$ cat config.mk
export PLATFORM = sky130hd
export DESIGN_NAME = ctrl_top
export DESIGN_NICKNAME = d
export VERILOG_FILES = /design/src/logic/ctrl_pkg.sv /design/src/logic/ctrl_top.sv /design/src/logic/ctrl_fsm.sv /design/src/logic/ctrl_exc_select.sv
export VERILOG_INCLUDE_DIRS = /design/src /design/src/logic
export SDC_FILE = /design/constraint.sdc
export NUM_CORES = 1
export LEC_CHECK = 0
export ABC_AREA = 1
export BUFFER_PORTS_ARGS = -buffer_cell sky130_fd_sc_hd__buf_4
export CAP_MARGIN = 20
export CORE_MARGIN = 8
export CORE_UTILIZATION = 31
export CTS_BUF_LIST = sky130_fd_sc_hd__clkbuf_4 sky130_fd_sc_hd__clkbuf_8
export CTS_CLUSTER_SIZE = 10
export DETAILED_ROUTE_END_ITERATION = 10
export PLACE_DENSITY = 0.8
export RECOVER_POWER = 50
export SKIP_CTS_REPAIR_TIMING = 1
export SLEW_MARGIN = 30
export SYNTH_ARGS = -nofsm -noshare
export SYNTH_HDL_FRONTEND = slang
export SYNTH_HIERARCHICAL = 1
export SYNTH_SLANG_ARGS = --single-unit
$ cat constraint.sdc
create_clock -name clk_i -period 1.9 [get_ports clk_i]
set_input_delay 0.38 -clock clk_i [delete_from_list [all_inputs] [get_ports clk_i]]
set_output_delay 0.38 -clock clk_i [all_outputs]
set_load 0.02 [all_outputs]
$ cat src/logic/ctrl_defines.svh
////////////////////////////////////////////////////////////
// widths shared by the decode controller
// the cause word is one interrupt flag over the interrupt id
////////////////////////////////////////////////////////////

`ifndef CTRL_DEFINES_SVH
`define CTRL_DEFINES_SVH

// data word, sizes instruction, lsu address and trap value
`define CTRL_XLEN 32

// machine interrupt id
`define CTRL_IRQ_ID_W 5

// cause word, flag bit plus id width
`define CTRL_CAUSE_W 6

`endif
$ cat src/logic/ctrl_pkg.sv
////////////////////////////////////////////////////////////
// types of the decode controller
// cause codes are machine mode only, no debug causes
////////////////////////////////////////////////////////////

`default_nettype none

`include "ctrl_defines.svh"

package ctrl_pkg;

  // fetch address source for the IF stage
  typedef enum logic [1:0] {
    PC_BOOT,
    PC_JUMP,
    PC_EXC,
    PC_ERET
  } pc_sel_e;

  // exception vector select
  typedef enum logic {
    EXC_PC_EXC,
    EXC_PC_IRQ
  } exc_pc_sel_e;

  // synchronous exception codes
  // insn addr misaligned doubles as the idle value
  typedef enum logic [`CTRL_CAUSE_W-1:0] {
    EXC_CAUSE_INSN_ADDR_MISA     = 6'h00,
    EXC_CAUSE_ILLEGAL_INSN       = 6'h02,
    EXC_CAUSE_BREAKPOINT         = 6'h03,
    EXC_CAUSE_LOAD_ACCESS_FAULT  = 6'h05,
    EXC_CAUSE_STORE_ACCESS_FAULT = 6'h07,
    EXC_CAUSE_ECALL_MMODE        = 6'h0B
  } exc_cause_e;

  // interrupt view of the cause word
  typedef struct packed {
    logic                      irq_flag;
    logic [`CTRL_IRQ_ID_W-1:0] id;
  } irq_cause_t;

  // the trap csr reads the same word as either an exception code
  // or an interrupt flag with its id
  typedef union packed {
    exc_cause_e exc;
    irq_cause_t irq;
  } cause_u;

endpackage

`default_nettype wire

$ cat src/logic/ctrl_top.sv
////////////////////////////////////////////////////////////
// decode controller top, exception select plus state machine
// irq_id_o echoes irq_id_i without a register
////////////////////////////////////////////////////////////

`default_nettype none
`timescale 1ns/1ps

`include "ctrl_defines.svh"

module ctrl_top (
  input  wire logic                      clk_i,
  input  wire logic                      rst_ni,

  input  wire logic                      fetch_enable_i,
  output logic                           ctrl_busy_o,
  output logic                           first_fetch_o,

  // decoder
  input  wire logic                      illegal_insn_i,
  input  wire logic                      ecall_insn_i,
  input  wire logic                      ebrk_insn_i,
  input  wire logic                      mret_insn_i,
  input  wire logic                      wfi_insn_i,
  input  wire logic                      csr_status_i,

  // IF-ID register
  input  wire logic                      instr_valid_i,
  input  wire logic [`CTRL_XLEN-1:0]     instr_i,
  output logic                           id_in_ready_o,
  output logic                           instr_valid_clear_o,
  output logic                           id_out_valid_o,

  // prefetcher
  output logic                           instr_req_o,
  output logic                           pc_set_o,
  output ctrl_pkg::pc_sel_e              pc_mux_o,
  output ctrl_pkg::exc_pc_sel_e          exc_pc_mux_o,

  // lsu
  input  wire logic [`CTRL_XLEN-1:0]     lsu_addr_last_i,
  input  wire logic                      load_err_i,
  input  wire logic                      store_err_i,

  input  wire logic                      branch_set_i,
  input  wire logic                      jump_set_i,

  input  wire logic                      stall_lsu_i,
  input  wire logic                      stall_multdiv_i,
  input  wire logic                      stall_jump_i,
  input  wire logic                      stall_branch_i,

  // interrupts
  input  wire logic                      irq_i,
  input  wire logic                      irq_req_i,
  input  wire logic [`CTRL_IRQ_ID_W-1:0] irq_id_i,
  input  wire logic                      m_ie_i,
  output logic                           irq_ack_o,
  output logic [`CTRL_IRQ_ID_W-1:0]      irq_id_o,

  // trap csr
  output ctrl_pkg::cause_u               exc_cause_o,
  output logic                           exc_ack_o,
  output logic [`CTRL_XLEN-1:0]          csr_mtval_o,
  output logic                           csr_save_if_o,
  output logic                           csr_save_id_o,
  output logic                           csr_save_cause_o,
  output logic                           csr_restore_mret_o
);

  logic exc_req;
  logic special_req;
  logic irq_taken;

  assign irq_id_o = irq_id_i;

  ctrl_exc_select i_exc_select (
    .clk_i           (clk_i),
    .rst_ni          (rst_ni),
    .illegal_insn_i  (illegal_insn_i),
    .ecall_insn_i    (ecall_insn_i),
    .ebrk_insn_i     (ebrk_insn_i),
    .mret_insn_i     (mret_insn_i),
    .wfi_insn_i      (wfi_insn_i),
    .csr_status_i    (csr_status_i),
    .load_err_i      (load_err_i),
    .store_err_i     (store_err_i),
    .instr_i         (instr_i),
    .lsu_addr_last_i (lsu_addr_last_i),
    .irq_id_i        (irq_id_i),
    .irq_taken_i     (irq_taken),
    .exc_req_o       (exc_req),
    .special_req_o   (special_req),
    .exc_cause_o     (exc_cause_o),
    .csr_mtval_o     (csr_mtval_o)
  );

  ctrl_fsm i_fsm (
    .clk_i               (clk_i),
    .rst_ni              (rst_ni),
    .fetch_enable_i      (fetch_enable_i),
    .instr_valid_i       (instr_valid_i),
    .branch_set_i        (branch_set_i),
    .jump_set_i          (jump_set_i),
    .stall_lsu_i         (stall_lsu_i),
    .stall_multdiv_i     (stall_multdiv_i),
    .stall_jump_i        (stall_jump_i),
    .stall_branch_i      (stall_branch_i),
    .irq_i               (irq_i),
    .irq_req_i           (irq_req_i),
    .m_ie_i              (m_ie_i),
    .mret_insn_i         (mret_insn_i),
    .wfi_insn_i          (wfi_insn_i),
    .exc_req_i           (exc_req),
    .special_req_i       (special_req),
    .ctrl_busy_o         (ctrl_busy_o),
    .first_fetch_o       (first_fetch_o),
    .instr_req_o         (instr_req_o),
    .id_in_ready_o       (id_in_ready_o),
    .instr_valid_clear_o (instr_valid_clear_o),
    .id_out_valid_o      (id_out_valid_o),
    .pc_set_o            (pc_set_o),
    .pc_mux_o            (pc_mux_o),
    .exc_pc_mux_o        (exc_pc_mux_o),
    .irq_ack_o           (irq_ack_o),
    .exc_ack_o           (exc_ack_o),
    .irq_taken_o         (irq_taken),
    .csr_save_if_o       (csr_save_if_o),
    .csr_save_id_o       (csr_save_id_o),
    .csr_save_cause_o    (csr_save_cause_o),
    .csr_restore_mret_o  (csr_restore_mret_o)
  );

endmodule

`default_nettype wire

$ cat src/logic/ctrl_fsm.sv
////////////////////////////////////////////////////////////
// main decode controller state machine
// priority is running instruction, then exception, then irq
// the decoder inputs must hold through the flush cycle
////////////////////////////////////////////////////////////

`default_nettype none
`timescale 1ns/1ps

module ctrl_fsm (
  input  wire logic           clk_i,
  input  wire logic           rst_ni,

  input  wire logic           fetch_enable_i,
  input  wire logic           instr_valid_i,
  input  wire logic           branch_set_i,
  input  wire logic           jump_set_i,

  // multicycle stalls from execute
  input  wire logic           stall_lsu_i,
  input  wire logic           stall_multdiv_i,
  input  wire logic           stall_jump_i,
  input  wire logic           stall_branch_i,

  // irq_i wakes from sleep even when the irq is not taken
  input  wire logic           irq_i,
  input  wire logic           irq_req_i,
  input  wire logic           m_ie_i,

  input  wire logic           mret_insn_i,
  input  wire logic           wfi_insn_i,
  input  wire logic           exc_req_i,
  input  wire logic           special_req_i,

  output logic                ctrl_busy_o,
  output logic                first_fetch_o,
  output logic                instr_req_o,

  // IF-ID register control
  output logic                id_in_ready_o,
  output logic                instr_valid_clear_o,
  output logic                id_out_valid_o,

  output logic                pc_set_o,
  output ctrl_pkg::pc_sel_e   pc_mux_o,
  output ctrl_pkg::exc_pc_sel_e exc_pc_mux_o,

  output logic                irq_ack_o,
  output logic                exc_ack_o,
  output logic                irq_taken_o,

  output logic                csr_save_if_o,
  output logic                csr_save_id_o,
  output logic                csr_save_cause_o,
  output logic                csr_restore_mret_o
);

  typedef enum logic [2:0] {
    RESET,
    BOOT_SET,
    WAIT_SLEEP,
    SLEEP,
    FIRST_FETCH,
    DECODE,
    FLUSH,
    IRQ_TAKEN
  } ctrl_fsm_e;

  ctrl_fsm_e ctrl_fsm_cs;
  ctrl_fsm_e ctrl_fsm_ns;

  logic stall;
  logic halt_if;
  logic halt_id;
  logic handle_irq;

  // only enabled machine interrupts are taken
  assign handle_irq  = irq_req_i & m_ie_i;
  assign irq_taken_o = (ctrl_fsm_cs == IRQ_TAKEN);

  ////////////////////////////////////////////////////////////
  // next state and outputs
  ////////////////////////////////////////////////////////////

  always_comb begin
    ctrl_fsm_ns        = ctrl_fsm_cs;
    instr_req_o        = 1'b1;
    ctrl_busy_o        = 1'b1;
    first_fetch_o      = 1'b0;
    pc_set_o           = 1'b0;
    pc_mux_o           = ctrl_pkg::PC_BOOT;
    exc_pc_mux_o       = ctrl_pkg::EXC_PC_IRQ;
    irq_ack_o          = 1'b0;
    exc_ack_o          = 1'b0;
    csr_save_if_o      = 1'b0;
    csr_save_id_o      = 1'b0;
    csr_save_cause_o   = 1'b0;
    csr_restore_mret_o = 1'b0;
    halt_if            = 1'b0;
    halt_id            = 1'b0;

    unique case (ctrl_fsm_cs)
      RESET: begin
        // boot address is presented until fetch is enabled
        instr_req_o = 1'b0;
        pc_set_o    = 1'b1;
        if (fetch_enable_i) begin
          ctrl_fsm_ns = BOOT_SET;
        end
      end

      BOOT_SET: begin
        pc_set_o    = 1'b1;
        ctrl_fsm_ns = FIRST_FETCH;
      end

      WAIT_SLEEP: begin
        ctrl_busy_o = 1'b0;
        instr_req_o = 1'b0;
        halt_if     = 1'b1;
        halt_id     = 1'b1;
        ctrl_fsm_ns = SLEEP;
      end

      SLEEP: begin
        // any interrupt line wakes, taken or not
        ctrl_busy_o = 1'b0;
        instr_req_o = 1'b0;
        halt_if     = 1'b1;
        halt_id     = 1'b1;
        if (irq_i) begin
          ctrl_fsm_ns = FIRST_FETCH;
        end
      end

      FIRST_FETCH: begin
        first_fetch_o = 1'b1;
        // pipeline is empty here, an irq goes first
        if (handle_irq) begin
          ctrl_fsm_ns = IRQ_TAKEN;
          halt_if     = 1'b1;
          halt_id     = 1'b1;
        end else if (!stall) begin
          // IF miss keeps us here
          ctrl_fsm_ns = DECODE;
        end
      end

      DECODE: begin
        if (instr_valid_i) begin
          if (branch_set_i || jump_set_i) begin
            // redirect in the same cycle
            pc_mux_o = ctrl_pkg::PC_JUMP;
            pc_set_o = 1'b1;
          end else if (special_req_i) begin
            ctrl_fsm_ns = FLUSH;
            halt_if     = 1'b1;
            halt_id     = 1'b1;
          end

          // hold IF so a pending irq is not starved by a multicycle op
          if (handle_irq && stall) begin
            halt_if = 1'b1;
          end
        end

        if (!stall && !special_req_i && handle_irq) begin
          ctrl_fsm_ns = IRQ_TAKEN;
          halt_if     = 1'b1;
          halt_id     = 1'b1;
        end
      end

      FLUSH: begin
        halt_if     = 1'b1;
        halt_id     = 1'b1;
        ctrl_fsm_ns = DECODE;

        if (exc_req_i) begin
          // save decode pc and cause, jump to the exception vector
          pc_set_o         = 1'b1;
          pc_mux_o         = ctrl_pkg::PC_EXC;
          exc_pc_mux_o     = ctrl_pkg::EXC_PC_EXC;
          csr_save_id_o    = 1'b1;
          csr_save_cause_o = 1'b1;
        end else if (mret_insn_i) begin
          pc_mux_o           = ctrl_pkg::PC_ERET;
          pc_set_o           = 1'b1;
          csr_restore_mret_o = 1'b1;
        end else if (wfi_insn_i) begin
          ctrl_fsm_ns = WAIT_SLEEP;
        end
      end

      IRQ_TAKEN: begin
        // save IF pc, cause word comes from the interrupt view
        pc_mux_o         = ctrl_pkg::PC_EXC;
        pc_set_o         = 1'b1;
        exc_pc_mux_o     = ctrl_pkg::EXC_PC_IRQ;
        csr_save_if_o    = 1'b1;
        csr_save_cause_o = 1'b1;
        irq_ack_o        = 1'b1;
        exc_ack_o        = 1'b1;
        ctrl_fsm_ns      = DECODE;
      end

      default: begin
        instr_req_o = 1'b0;
        ctrl_fsm_ns = RESET;
      end
    endcase
  end

  ////////////////////////////////////////////////////////////
  // stall control
  ////////////////////////////////////////////////////////////

  // high while the instruction in decode needs more cycles
  assign stall = stall_lsu_i | stall_multdiv_i | stall_jump_i | stall_branch_i;

  assign id_in_ready_o = ~stall & ~halt_if;

  // drop finished instructions, or any when decode is halted
  assign instr_valid_clear_o = ~stall | halt_id;

  assign id_out_valid_o = ~stall & instr_valid_i & ~special_req_i;

  always_ff @(posedge clk_i or negedge rst_ni) begin
    if (!rst_ni) begin
      ctrl_fsm_cs <= RESET;
    end else begin
      ctrl_fsm_cs <= ctrl_fsm_ns;
    end
  end

endmodule

`default_nettype wire

$ cat src/logic/ctrl_exc_select.sv
////////////////////////////////////////////////////////////
// exception request and cause selection
// lsu errors are single-cycle pulses and are held one cycle
// so that they are still visible in the flush state
////////////////////////////////////////////////////////////

`default_nettype none
`timescale 1ns/1ps

`include "ctrl_defines.svh"

module ctrl_exc_select (
  input  wire logic                      clk_i,
  input  wire logic                      rst_ni,

  // decoder flags
  input  wire logic                      illegal_insn_i,
  input  wire logic                      ecall_insn_i,
  input  wire logic                      ebrk_insn_i,
  input  wire logic                      mret_insn_i,
  input  wire logic                      wfi_insn_i,
  input  wire logic                      csr_status_i,

  // lsu
  input  wire logic                      load_err_i,
  input  wire logic                      store_err_i,

  input  wire logic [`CTRL_XLEN-1:0]     instr_i,
  input  wire logic [`CTRL_XLEN-1:0]     lsu_addr_last_i,
  input  wire logic [`CTRL_IRQ_ID_W-1:0] irq_id_i,
  input  wire logic                      irq_taken_i,

  output logic                           exc_req_o,
  output logic                           special_req_o,
  output ctrl_pkg::cause_u               exc_cause_o,
  output logic [`CTRL_XLEN-1:0]          csr_mtval_o
);

  logic load_err_q;
  logic store_err_q;
  logic insn_exc;

  // error pulses arrive in decode, the trap is taken in flush
  always_ff @(posedge clk_i or negedge rst_ni) begin
    if (!rst_ni) begin
      load_err_q  <= 1'b0;
      store_err_q <= 1'b0;
    end else begin
      load_err_q  <= load_err_i;
      store_err_q <= store_err_i;
    end
  end

  ////////////////////////////////////////////////////////////
  // requests
  ////////////////////////////////////////////////////////////

  // exceptions raised by the instruction itself
  assign insn_exc = illegal_insn_i | ecall_insn_i | ebrk_insn_i;

  // traps handled in flush
  assign exc_req_o = insn_exc | load_err_q | store_err_q;

  // anything that needs a pipeline flush, live lsu errors included
  assign special_req_o = exc_req_o | mret_insn_i | wfi_insn_i | csr_status_i |
                         load_err_i | store_err_i;

  ////////////////////////////////////////////////////////////
  // cause and trap value
  ////////////////////////////////////////////////////////////

  always_comb begin
    exc_cause_o.exc = ctrl_pkg::EXC_CAUSE_INSN_ADDR_MISA;
    csr_mtval_o     = '0;

    if (irq_taken_i) begin
      // interrupt view, flag on top of the id
      exc_cause_o.irq.irq_flag = 1'b1;
      exc_cause_o.irq.id       = irq_id_i;
    end else if (illegal_insn_i) begin
      // full instruction word as trap value
      exc_cause_o.exc = ctrl_pkg::EXC_CAUSE_ILLEGAL_INSN;
      csr_mtval_o     = instr_i;
    end else if (ecall_insn_i) begin
      exc_cause_o.exc = ctrl_pkg::EXC_CAUSE_ECALL_MMODE;
    end else if (ebrk_insn_i) begin
      // plain breakpoint, there is no debug mode
      exc_cause_o.exc = ctrl_pkg::EXC_CAUSE_BREAKPOINT;
    end else if (store_err_q) begin
      exc_cause_o.exc = ctrl_pkg::EXC_CAUSE_STORE_ACCESS_FAULT;
      csr_mtval_o     = lsu_addr_last_i;
    end else if (load_err_q) begin
      exc_cause_o.exc = ctrl_pkg::EXC_CAUSE_LOAD_ACCESS_FAULT;
      csr_mtval_o     = lsu_addr_last_i;
    end
  end

endmodule

`default_nettype wire

==> run summary, run 1 <==
RUN STATUS
------------------------------------------------------------------------------------------
Outcome                                                                       complete, but fails checks
Violated checks                                                               setup timing

FINISH
------------------------------------------------------------------------------------------
Final cell utilization of the core                                                   80.1%
Final cell count without fillers                                                       439
Diodes inserted                                                                          0
Number of fill cells                                                                   258
Area taken by flip-flops and latches                                             126 sq um
Layout cell share with drive strength beyond 1                                       71.2%
Layout net count                                                                       480
Area added between synthesis and finish                                               154%
Area of the multi-input gates                                                   1220 sq um

CLOCKING
------------------------------------------------------------------------------------------
Total CTS buffers                                                                        3
Number of clock sinks                                                                    5
Clock latency of the later-clocked register in the worst-skew pair                  220 ps
CTS tree                                                                              done
Number of levels in the clock H-tree                                                     1
Clock edge transition at the registers on the reported setup and hold paths          40 ps
Clock Root Buffer                                                             sky130_fd_sc_hd__clkbuf_8
Maximum root-to-sink buffer count                                                        2

LOGIC SYNTHESIS
------------------------------------------------------------------------------------------
Area leader, netlist                                                          sky130_fd_sc_hd__nand2_1
Top cells by area in the synthesized netlist                                  sky130_fd_sc_hd__nand2_1 (29%), sky130_fd_sc_hd__nand4_1 (17%), sky130_fd_sc_hd__dfrtp_1 (10%), sky130_fd_sc_hd__buf_4 (5.5%), sky130_fd_sc_hd__nand3_1 (4.5%)
Post-Syn Area                                                                   1230 sq um
YS warnings                                                                              6
Syn_area_per_cell                                                               5.38 sq um
Synthesized netlist cell count                                                         229
Sequential element share of the synthesized area                                     10.2%
Count of cell types in the netlist                                                      21
Synth Net Count                                                                        319
Number of storage elements in the synthesis netlist                                      5
Fraction of synthesized cell area taken by the top area cell type                    29.2%

STA
------------------------------------------------------------------------------------------
Fin. Hold Viols                                                                          0
Slew at the pin with the worst max-slew slack                                       353 ps
Period utilisation layout                                                             105%
Clock period minus final worst setup slack                                         1990 ps
Final setup skew                                                                   1.82 ps
Maximum clock rate                                                                 502 MHz
Worst Slack Setup Final                                                           -92.4 ps
Number of max-slew violations in the final report                                        0
Worst slew margin relative to its limit                                              76.5%
Unrepaired setup endpoints after global routing                                        yes
Number of setup violations in the final report                                          39

ROUTING
------------------------------------------------------------------------------------------
Number of nets still failing antenna checks after routing                                0
Total length of routed wires                                                       8.03 mm
Router iterations before antenna repair                                                  4
Via-to-Cell Ratio                                                                     5.26
First DRT Iteration DRCs                                                               136
Post-route DRC                                                                           0
Number of vias in the routed layout                                                   2310
Average routed wire per standard cell                                              18.3 um

GLOBAL ROUTE
------------------------------------------------------------------------------------------
Pin count of the biggest net entering global routing                                    35
Antenna violations before repair                                                         0
Global-route met1 utilization                                                        18.9%
Global route hottest layer                                                            met2
Global-route wire length before repair                                             9.14 mm
Number of global-route vias before repair                                             1906
Total global routing overflow                                                            0
Met3 track demand over resource                                                      5.08%
Global-route usage over all layers                                                   17.5%
Met2 Resource Use GR                                                                 31.8%

POWER AND IR DROP
------------------------------------------------------------------------------------------
Worst voltage drop across the vdd grid                                            0.708 mV
Post-layout total power                                                            2.42 mW
Static Leak                                                                        1.71 nW
Cell Pwr Density                                                               772 nW/um^2

SETUP PATH
------------------------------------------------------------------------------------------
Cell at the slowest stage of the critical path                                sky130_fd_sc_hd__dfrtp_1
Critical path required time                                                        1520 ps
Critical path's largest stage delay                                                 370 ps
Ordered cell list for the critical path                                       nor2_2 -> nand2_2 -> nor2_4 -> buf_4 -> buf_6 -> inv_4 -> o21ai_4 -> nand3_1 -> buf_4
CP Data Arrival Time                                                               1610 ps
Critical Path Fanout Max                                                                 5
Kind of critical path                                                           reg -> out
Most common cell type on the critical path                                    sky130_fd_sc_hd__buf_4
Sort of element at the start of the critical path                                 register
Worst Path Buf+Inv                                                                       4
Type of destination of the critical path                                      primary output
Top Family by Delay on Critical Path                                          simple AND/OR/NAND/NOR gates

JOB
------------------------------------------------------------------------------------------
Number of max-cap violations                                                             0

WORST HOLD PATH
------------------------------------------------------------------------------------------
Class of the tightest hold or removal check                                      in -> reg

FLOORPLAN
------------------------------------------------------------------------------------------
Total Die Area                                                                  6250 sq um
Initial core utilization                                                             31.5%
Die outline width                                                                  79.1 um
Standard cell core area                                                         3910 sq um
Placement Rows                                                                          23
Count of boundary I/O pins                                                             149
Die extent in y                                                                    79.1 um

PLACED DESIGN
------------------------------------------------------------------------------------------
GPL Wtd Cong                                                                         0.898
Cell count after placement                                                             417
Number of buffer cells added on primary ports                                          148
DPL Wire Length                                                                    4.97 mm

## cells by family (layout without fill, tap and decap cells)
group                  count (synthesis)  in the layout  synth area share [%]
AO/OA/AOI/OAI                          5              5                  2.74
buffers and inverters                 44            204                  18.7
flip-flops                             5              5                  10.2
AND/OR/NAND/NOR                      175            175                  68.4
## cells in the mapped netlist
| master | n |
|---|---|
| sky130_fd_sc_hd__nand2_1 | 96 |
| sky130_fd_sc_hd__nand4_1 | 34 |
| sky130_fd_sc_hd__inv_1 | 14 |
| sky130_fd_sc_hd__nand3_1 | 11 |
| sky130_fd_sc_hd__nor2_1 | 11 |
| sky130_fd_sc_hd__buf_4 | 9 |
| sky130_fd_sc_hd__inv_2 | 8 |
| sky130_fd_sc_hd__nor2_2 | 8 |
| sky130_fd_sc_hd__buf_2 | 7 |
| sky130_fd_sc_hd__dfrtp_1 | 5 |
| sky130_fd_sc_hd__nand2_2 | 5 |
| sky130_fd_sc_hd__nor2_4 | 4 |
| sky130_fd_sc_hd__buf_6 | 3 |
| sky130_fd_sc_hd__clkbuf_1 | 3 |
| sky130_fd_sc_hd__nor3_1 | 3 |
| sky130_fd_sc_hd__nand3b_1 | 2 |
| sky130_fd_sc_hd__o21ai_0 | 2 |
| sky130_fd_sc_hd__a22o_1 | 1 |
| sky130_fd_sc_hd__a22oi_1 | 1 |
| sky130_fd_sc_hd__nand3_4 | 1 |
| sky130_fd_sc_hd__o31ai_1 | 1 |
## cell usage in the layout (no fill, tap or decap), types with 2 or more instances in the layout
cell type / n
sky130_fd_sc_hd__buf_6: 44
sky130_fd_sc_hd__nand3_1: 10
sky130_fd_sc_hd__nand2_2: 48
sky130_fd_sc_hd__clkbuf_8: 3
sky130_fd_sc_hd__nor2_4: 8
sky130_fd_sc_hd__inv_2: 8
sky130_fd_sc_hd__buf_12: 3
sky130_fd_sc_hd__nor2_2: 8
sky130_fd_sc_hd__nor2_1: 7
sky130_fd_sc_hd__nand2_4: 23
sky130_fd_sc_hd__inv_1: 12
sky130_fd_sc_hd__nand2_1: 30
sky130_fd_sc_hd__nand3b_1: 2
sky130_fd_sc_hd__clkbuf_4: 2
sky130_fd_sc_hd__buf_4: 116
sky130_fd_sc_hd__nand4_1: 34
sky130_fd_sc_hd__dfrtp_1: 4
sky130_fd_sc_hd__clkbuf_1: 8
sky130_fd_sc_hd__nor3_2: 2
sky130_fd_sc_hd__clkbuf_16: 4
sky130_fd_sc_hd__inv_4: 2
## worst reg2reg max path, stage by stage (launching register included)
cell and delay [ps]:
sky130_fd_sc_hd__dfrtp_1 370, sky130_fd_sc_hd__nor2_2 150, sky130_fd_sc_hd__nand2_2 100, sky130_fd_sc_hd__nor2_4 130
sky130_fd_sc_hd__buf_4 120, sky130_fd_sc_hd__buf_6 90, sky130_fd_sc_hd__inv_4 40, sky130_fd_sc_hd__nor2_1 130
sky130_fd_sc_hd__nand2_1 110, sky130_fd_sc_hd__nand4_1 130, sky130_fd_sc_hd__nand3_1 100, sky130_fd_sc_hd__nand2_1 80
## through the flow
stage / instance area (sq um) / hold WS, ps / worst slack (ps) / setup TNS (ps)
2_1_floorplan: 1320 / 84.4 / 26.0 / 0
3_3_place_gp: 2460 / 183 / -65.8 / -93.4
3_5_place_dp: 2460 / 185 / -112 / -378
4_1_cts: 2500 / -47.1 / -216 / -4080
5_1_grt: 3130 / 301 / -213 / -4470
6_report: 3130 / 296 / -92.4 / -1570
## flip-flops by register name, indices dropped and copies added (netlist names)
| name | flops |
|---|---|
| i_exc_select/load_err_q | 1 |
| i_exc_select/store_err_q | 1 |
| i_fsm/ctrl_fsm_cs | 3 |
## final timing paths
kind                       slack, ps  cells past startpoint                       end               startpoint
setup reg to reg                 290                     11      i_fsm/ctrl_fsm_cs[1]  i_exc_select/load_err_q
min in group asynchronous        540                      2      i_fsm/ctrl_fsm_cs[0]                   rst_ni
hold reg to reg                  650                      3      i_fsm/ctrl_fsm_cs[0]     i_fsm/ctrl_fsm_cs[0]
max in group asynchronous       1120                      2      i_fsm/ctrl_fsm_cs[2]                   rst_ni
hold / removal                   300                      1  i_exc_select/store_err_q              store_err_i
setup / recovery                 -90                      9                  pc_set_o  i_exc_select/load_err_q
## metal layers
metal  part of all wire (%)  wire, um
met1                     34      2720
met2                     53      4260
met3                    9.2       739
met4                    4.0       320
met5                      0         0
## power breakdown
group          internal, mW  total, mW  switching, mW
clock network         0.159      0.214         0.0552
logic                 0.893       2.03           1.14
registers             0.144      0.169         0.0250
## layout make-up
type	count	area share, %
repair buffers	178	50.7
multi-input cells	180	38.9
flip-flops and latches	5	4.03
inverters	22	2.80
well taps	50	2.00
clock buffers	4	1.56
No activity file was read; power rests on OpenSTA's default activity.
==> run 2: changes to the inputs <==
Clock period 1.9 ns to 1.7 ns, I/O delays scaled along.
==> run summary, run 2 (same netlist as run 1, synthesis figures left out) <==
RUN STATUS
------------------------------------------------------------------------------------------
Outcome                                                                       complete, but fails checks   unchanged
Violated checks                                                               setup timing   unchanged

FLOORPLAN
------------------------------------------------------------------------------------------
Die extent in y                                                                    79.1 um   unchanged
Standard cell core area                                                         3910 sq um   unchanged
Initial core utilization                                                             31.5%   unchanged
Total Die Area                                                                  6250 sq um   unchanged
Count of boundary I/O pins                                                             149   unchanged
Die outline width                                                                  79.1 um   unchanged
Placement Rows                                                                          23   unchanged

CLOCKING
------------------------------------------------------------------------------------------
CTS tree                                                                              done   unchanged
Clock edge transition at the registers on the reported setup and hold paths          30 ps   was 40 ps
Clock Root Buffer                                                             sky130_fd_sc_hd__clkbuf_8   unchanged
Number of clock sinks                                                                    5   unchanged
Maximum root-to-sink buffer count                                                        2   unchanged
Number of levels in the clock H-tree                                                     1   unchanged
Total CTS buffers                                                                        3   unchanged
Clock latency of the later-clocked register in the worst-skew pair                  220 ps   about the same

ROUTING
------------------------------------------------------------------------------------------
Via-to-Cell Ratio                                                                     5.03   was 5.26
Total length of routed wires                                                       7.10 mm   was 8.03 mm
Post-route DRC                                                                           0   unchanged
Number of vias in the routed layout                                                   2206   was 2310
First DRT Iteration DRCs                                                                78   was 136
Number of nets still failing antenna checks after routing                                0   unchanged
Average routed wire per standard cell                                              16.2 um   was 18.3 um
Router iterations before antenna repair                                                  4   unchanged

STA
------------------------------------------------------------------------------------------
Worst Slack Setup Final                                                            -328 ps   was -92.4 ps
Unrepaired setup endpoints after global routing                                        yes   unchanged
Period utilisation layout                                                             119%
Clock period minus final worst setup slack                                         2030 ps
Number of max-slew violations in the final report                                        0   unchanged
Maximum clock rate                                                                 493 MHz
Number of setup violations in the final report                                          46   was 39
Final setup skew                                                                  0.322 ps   was 1.82 ps
Fin. Hold Viols                                                                          0   unchanged
Final sum of negative setup slack                                                 -6780 ps   was -1570 ps
Worst slew margin relative to its limit                                              75.9%   was 76.5%
Slew at the pin with the worst max-slew slack                                       361 ps   was 353 ps
Final Hold Slack                                                                    263 ps   was 296 ps

SETUP PATH
------------------------------------------------------------------------------------------
Cell at the slowest stage of the critical path                                sky130_fd_sc_hd__dfrtp_1   unchanged
Ordered cell list for the critical path                                       nor2_2 -> nand2_1 -> nor2_2 -> nand3_2 -> buf_4 -> buf_6 -> nor3_2 -> buf_4   was nor2_2 -> nand2_2 -> nor2_4 -> buf_4 -> buf_6 -> inv_4 -> o21ai_4 -> nand3_1 -> buf_4
FF-to-FF path depth                                                                     13   was 11
Critical path required time                                                        1360 ps   was 1520 ps
Start of the worst register-to-register path                                  i_exc_select/store_err_q   was i_exc_select/load_err_q
Sort of element at the start of the critical path                                 register   unchanged
Worst Path Buf+Inv                                                                       3   was 4
CP Data Arrival Time                                                               1690 ps   was 1610 ps
Setup crit start                                                              i_exc_select/store_err_q   was i_exc_select/load_err_q
Kind of critical path                                                           reg -> out   unchanged
Top Family by Delay on Critical Path                                          simple AND/OR/NAND/NOR gates   unchanged
Worst path depth                                                                         8   was 9
Critical Path Fanout Max                                                                 3   was 5
Type of destination of the critical path                                      primary output   unchanged
Critical path's largest stage delay                                                 380 ps   was 370 ps

FINISH
------------------------------------------------------------------------------------------
Diodes inserted                                                                          0   unchanged
Most frequent cells in the layout                                             sky130_fd_sc_hd__buf_4 (112), sky130_fd_sc_hd__nand2_1 (58), sky130_fd_sc_hd__buf_6 (51)   was sky130_fd_sc_hd__buf_4 (116), sky130_fd_sc_hd__nand2_2 (48), sky130_fd_sc_hd__buf_6 (44)
Most common library cell in the layout ignoring fill and taps                 sky130_fd_sc_hd__buf_4   unchanged
Largest registers                                                             i_fsm/ctrl_fsm_cs: 3 flops, i_exc_select/load_err_q: 1 flops, i_exc_select/store_err_q: 1 flops   unchanged
Final cell count without fillers                                                       439   unchanged
Max reg flops                                                                            3   unchanged
Area added between synthesis and finish                                               144%   was 154%
Number of fill cells                                                                   305   was 258
Layout cell share with drive strength beyond 1                                       66.6%   was 71.2%
Register name with the most flops                                             i_fsm/ctrl_fsm_cs   unchanged
Layout net count                                                                       480   unchanged

POWER AND IR DROP
------------------------------------------------------------------------------------------
Worst voltage drop across the vdd grid                                            0.735 mV   was 0.708 mV
Static Leak                                                                        1.60 nW   was 1.71 nW
Cell Pwr Density                                                               872 nW/um^2   was 772 nW/um^2
Post-layout total power                                                            2.62 mW   was 2.42 mW

WORST HOLD PATH
------------------------------------------------------------------------------------------
Number of cells traversed by the worst hold path                                         1   unchanged
Min-Delay Startpoint                                                            load_err_i   was store_err_i
Class of the tightest hold or removal check                                      in -> reg   unchanged

PLACED DESIGN
------------------------------------------------------------------------------------------
Cell count after placement                                                             420   was 417
DPL Wire Length                                                                    5.04 mm   was 4.97 mm
Number of buffer cells added on primary ports                                          148   unchanged
GPL Wtd Cong                                                                         0.928   was 0.898

GLOBAL ROUTE
------------------------------------------------------------------------------------------
Global-route usage over all layers                                                   17.4%   was 17.5%
Number of global-route vias before repair                                             1923   was 1906
Antenna violations before repair                                                         0   unchanged
Pin count of the biggest net entering global routing                                    35   unchanged
Total global routing overflow                                                            0   unchanged
Global-route wire length before repair                                             9.25 mm   was 9.14 mm

JOB
------------------------------------------------------------------------------------------
Number of max-cap violations                                                             0   unchanged

==> run 2: cell types whose count changed in the layout (fill, tap and decap cells not counted), moves of 4 or more <==
| cell | before | now |
|---|---|---|
| sky130_fd_sc_hd__buf_4 | 116 | 112 |
| sky130_fd_sc_hd__buf_6 | 44 | 51 |
| sky130_fd_sc_hd__clkbuf_1 | 8 | 4 |
| sky130_fd_sc_hd__nand2_1 | 30 | 58 |
| sky130_fd_sc_hd__nand2_2 | 48 | 42 |
| sky130_fd_sc_hd__nand2_4 | 23 | 1 |
==> run 2: report_power, final <==
| group | switching (mW) | total (mW) | leakage (nW) | internal [mW] |
|---|---|---|---|---|
| clock | 0.0562 | 0.233 | 0.0262 | 0.177 |
| combinational | 1.17 | 2.18 | 1.52 | 1.00 |
| sequential | 0.0457 | 0.211 | 0.0561 | 0.165 |
| total | 1.27 | 2.62 | 1.60 | 1.35 |
==> run 2: layout make-up <==
| cell class | count | area, sq um | area share [%] |
|---|---|---|---|
| clock buffers | 4 | 48.8 | 1.62 |
| repair buffers | 178 | 1620 | 53.8 |
| inverters | 22 | 90.1 | 3.00 |
| multi-input cells | 180 | 1060 | 35.2 |
| flip-flops and latches | 5 | 129 | 4.29 |
| well taps | 50 | 62.6 | 2.08 |
==> run 2: worst paths after layout <==
path                                                 to  slack (ps)
worst min register to register     i_fsm/ctrl_fsm_cs[2]         540
min in group asynchronous       i_exc_select/load_err_q         500
worst min-delay path            i_exc_select/load_err_q         260
worst max register to register     i_fsm/ctrl_fsm_cs[0]          10
max in group asynchronous          i_fsm/ctrl_fsm_cs[1]         980
worst max-delay path                     id_out_valid_o        -330
==> run 2: layer usage <==
layer  up-vias  global-route usage [%]  wire length (um)
li1       1060                       -                 -
met1      1010                    20.9              2510
met2       128                    31.7              3790
met3         8                    4.06               678
met4         0                    1.11               116
met5         -                       0                 0
==> run 2: metrics by stage <==
step	util [%]	cell area [sq um]	worst slack [ps]
finish	76.7	3000	-328
global route	76.7	3000	-454
CTS	65.5	2560	-407
detailed placement	64.2	2510	-193
global placement	64.2	2510	-183
floorplan	-	1350	-96.7
==> run 2: worst register-to-register path, delay by kind of cell (launching register included) <==
kind                   cells  cell delay, ps
buffers and inverters      4             420
flip-flops                 1             380
AND/OR/NAND/NOR            9             760
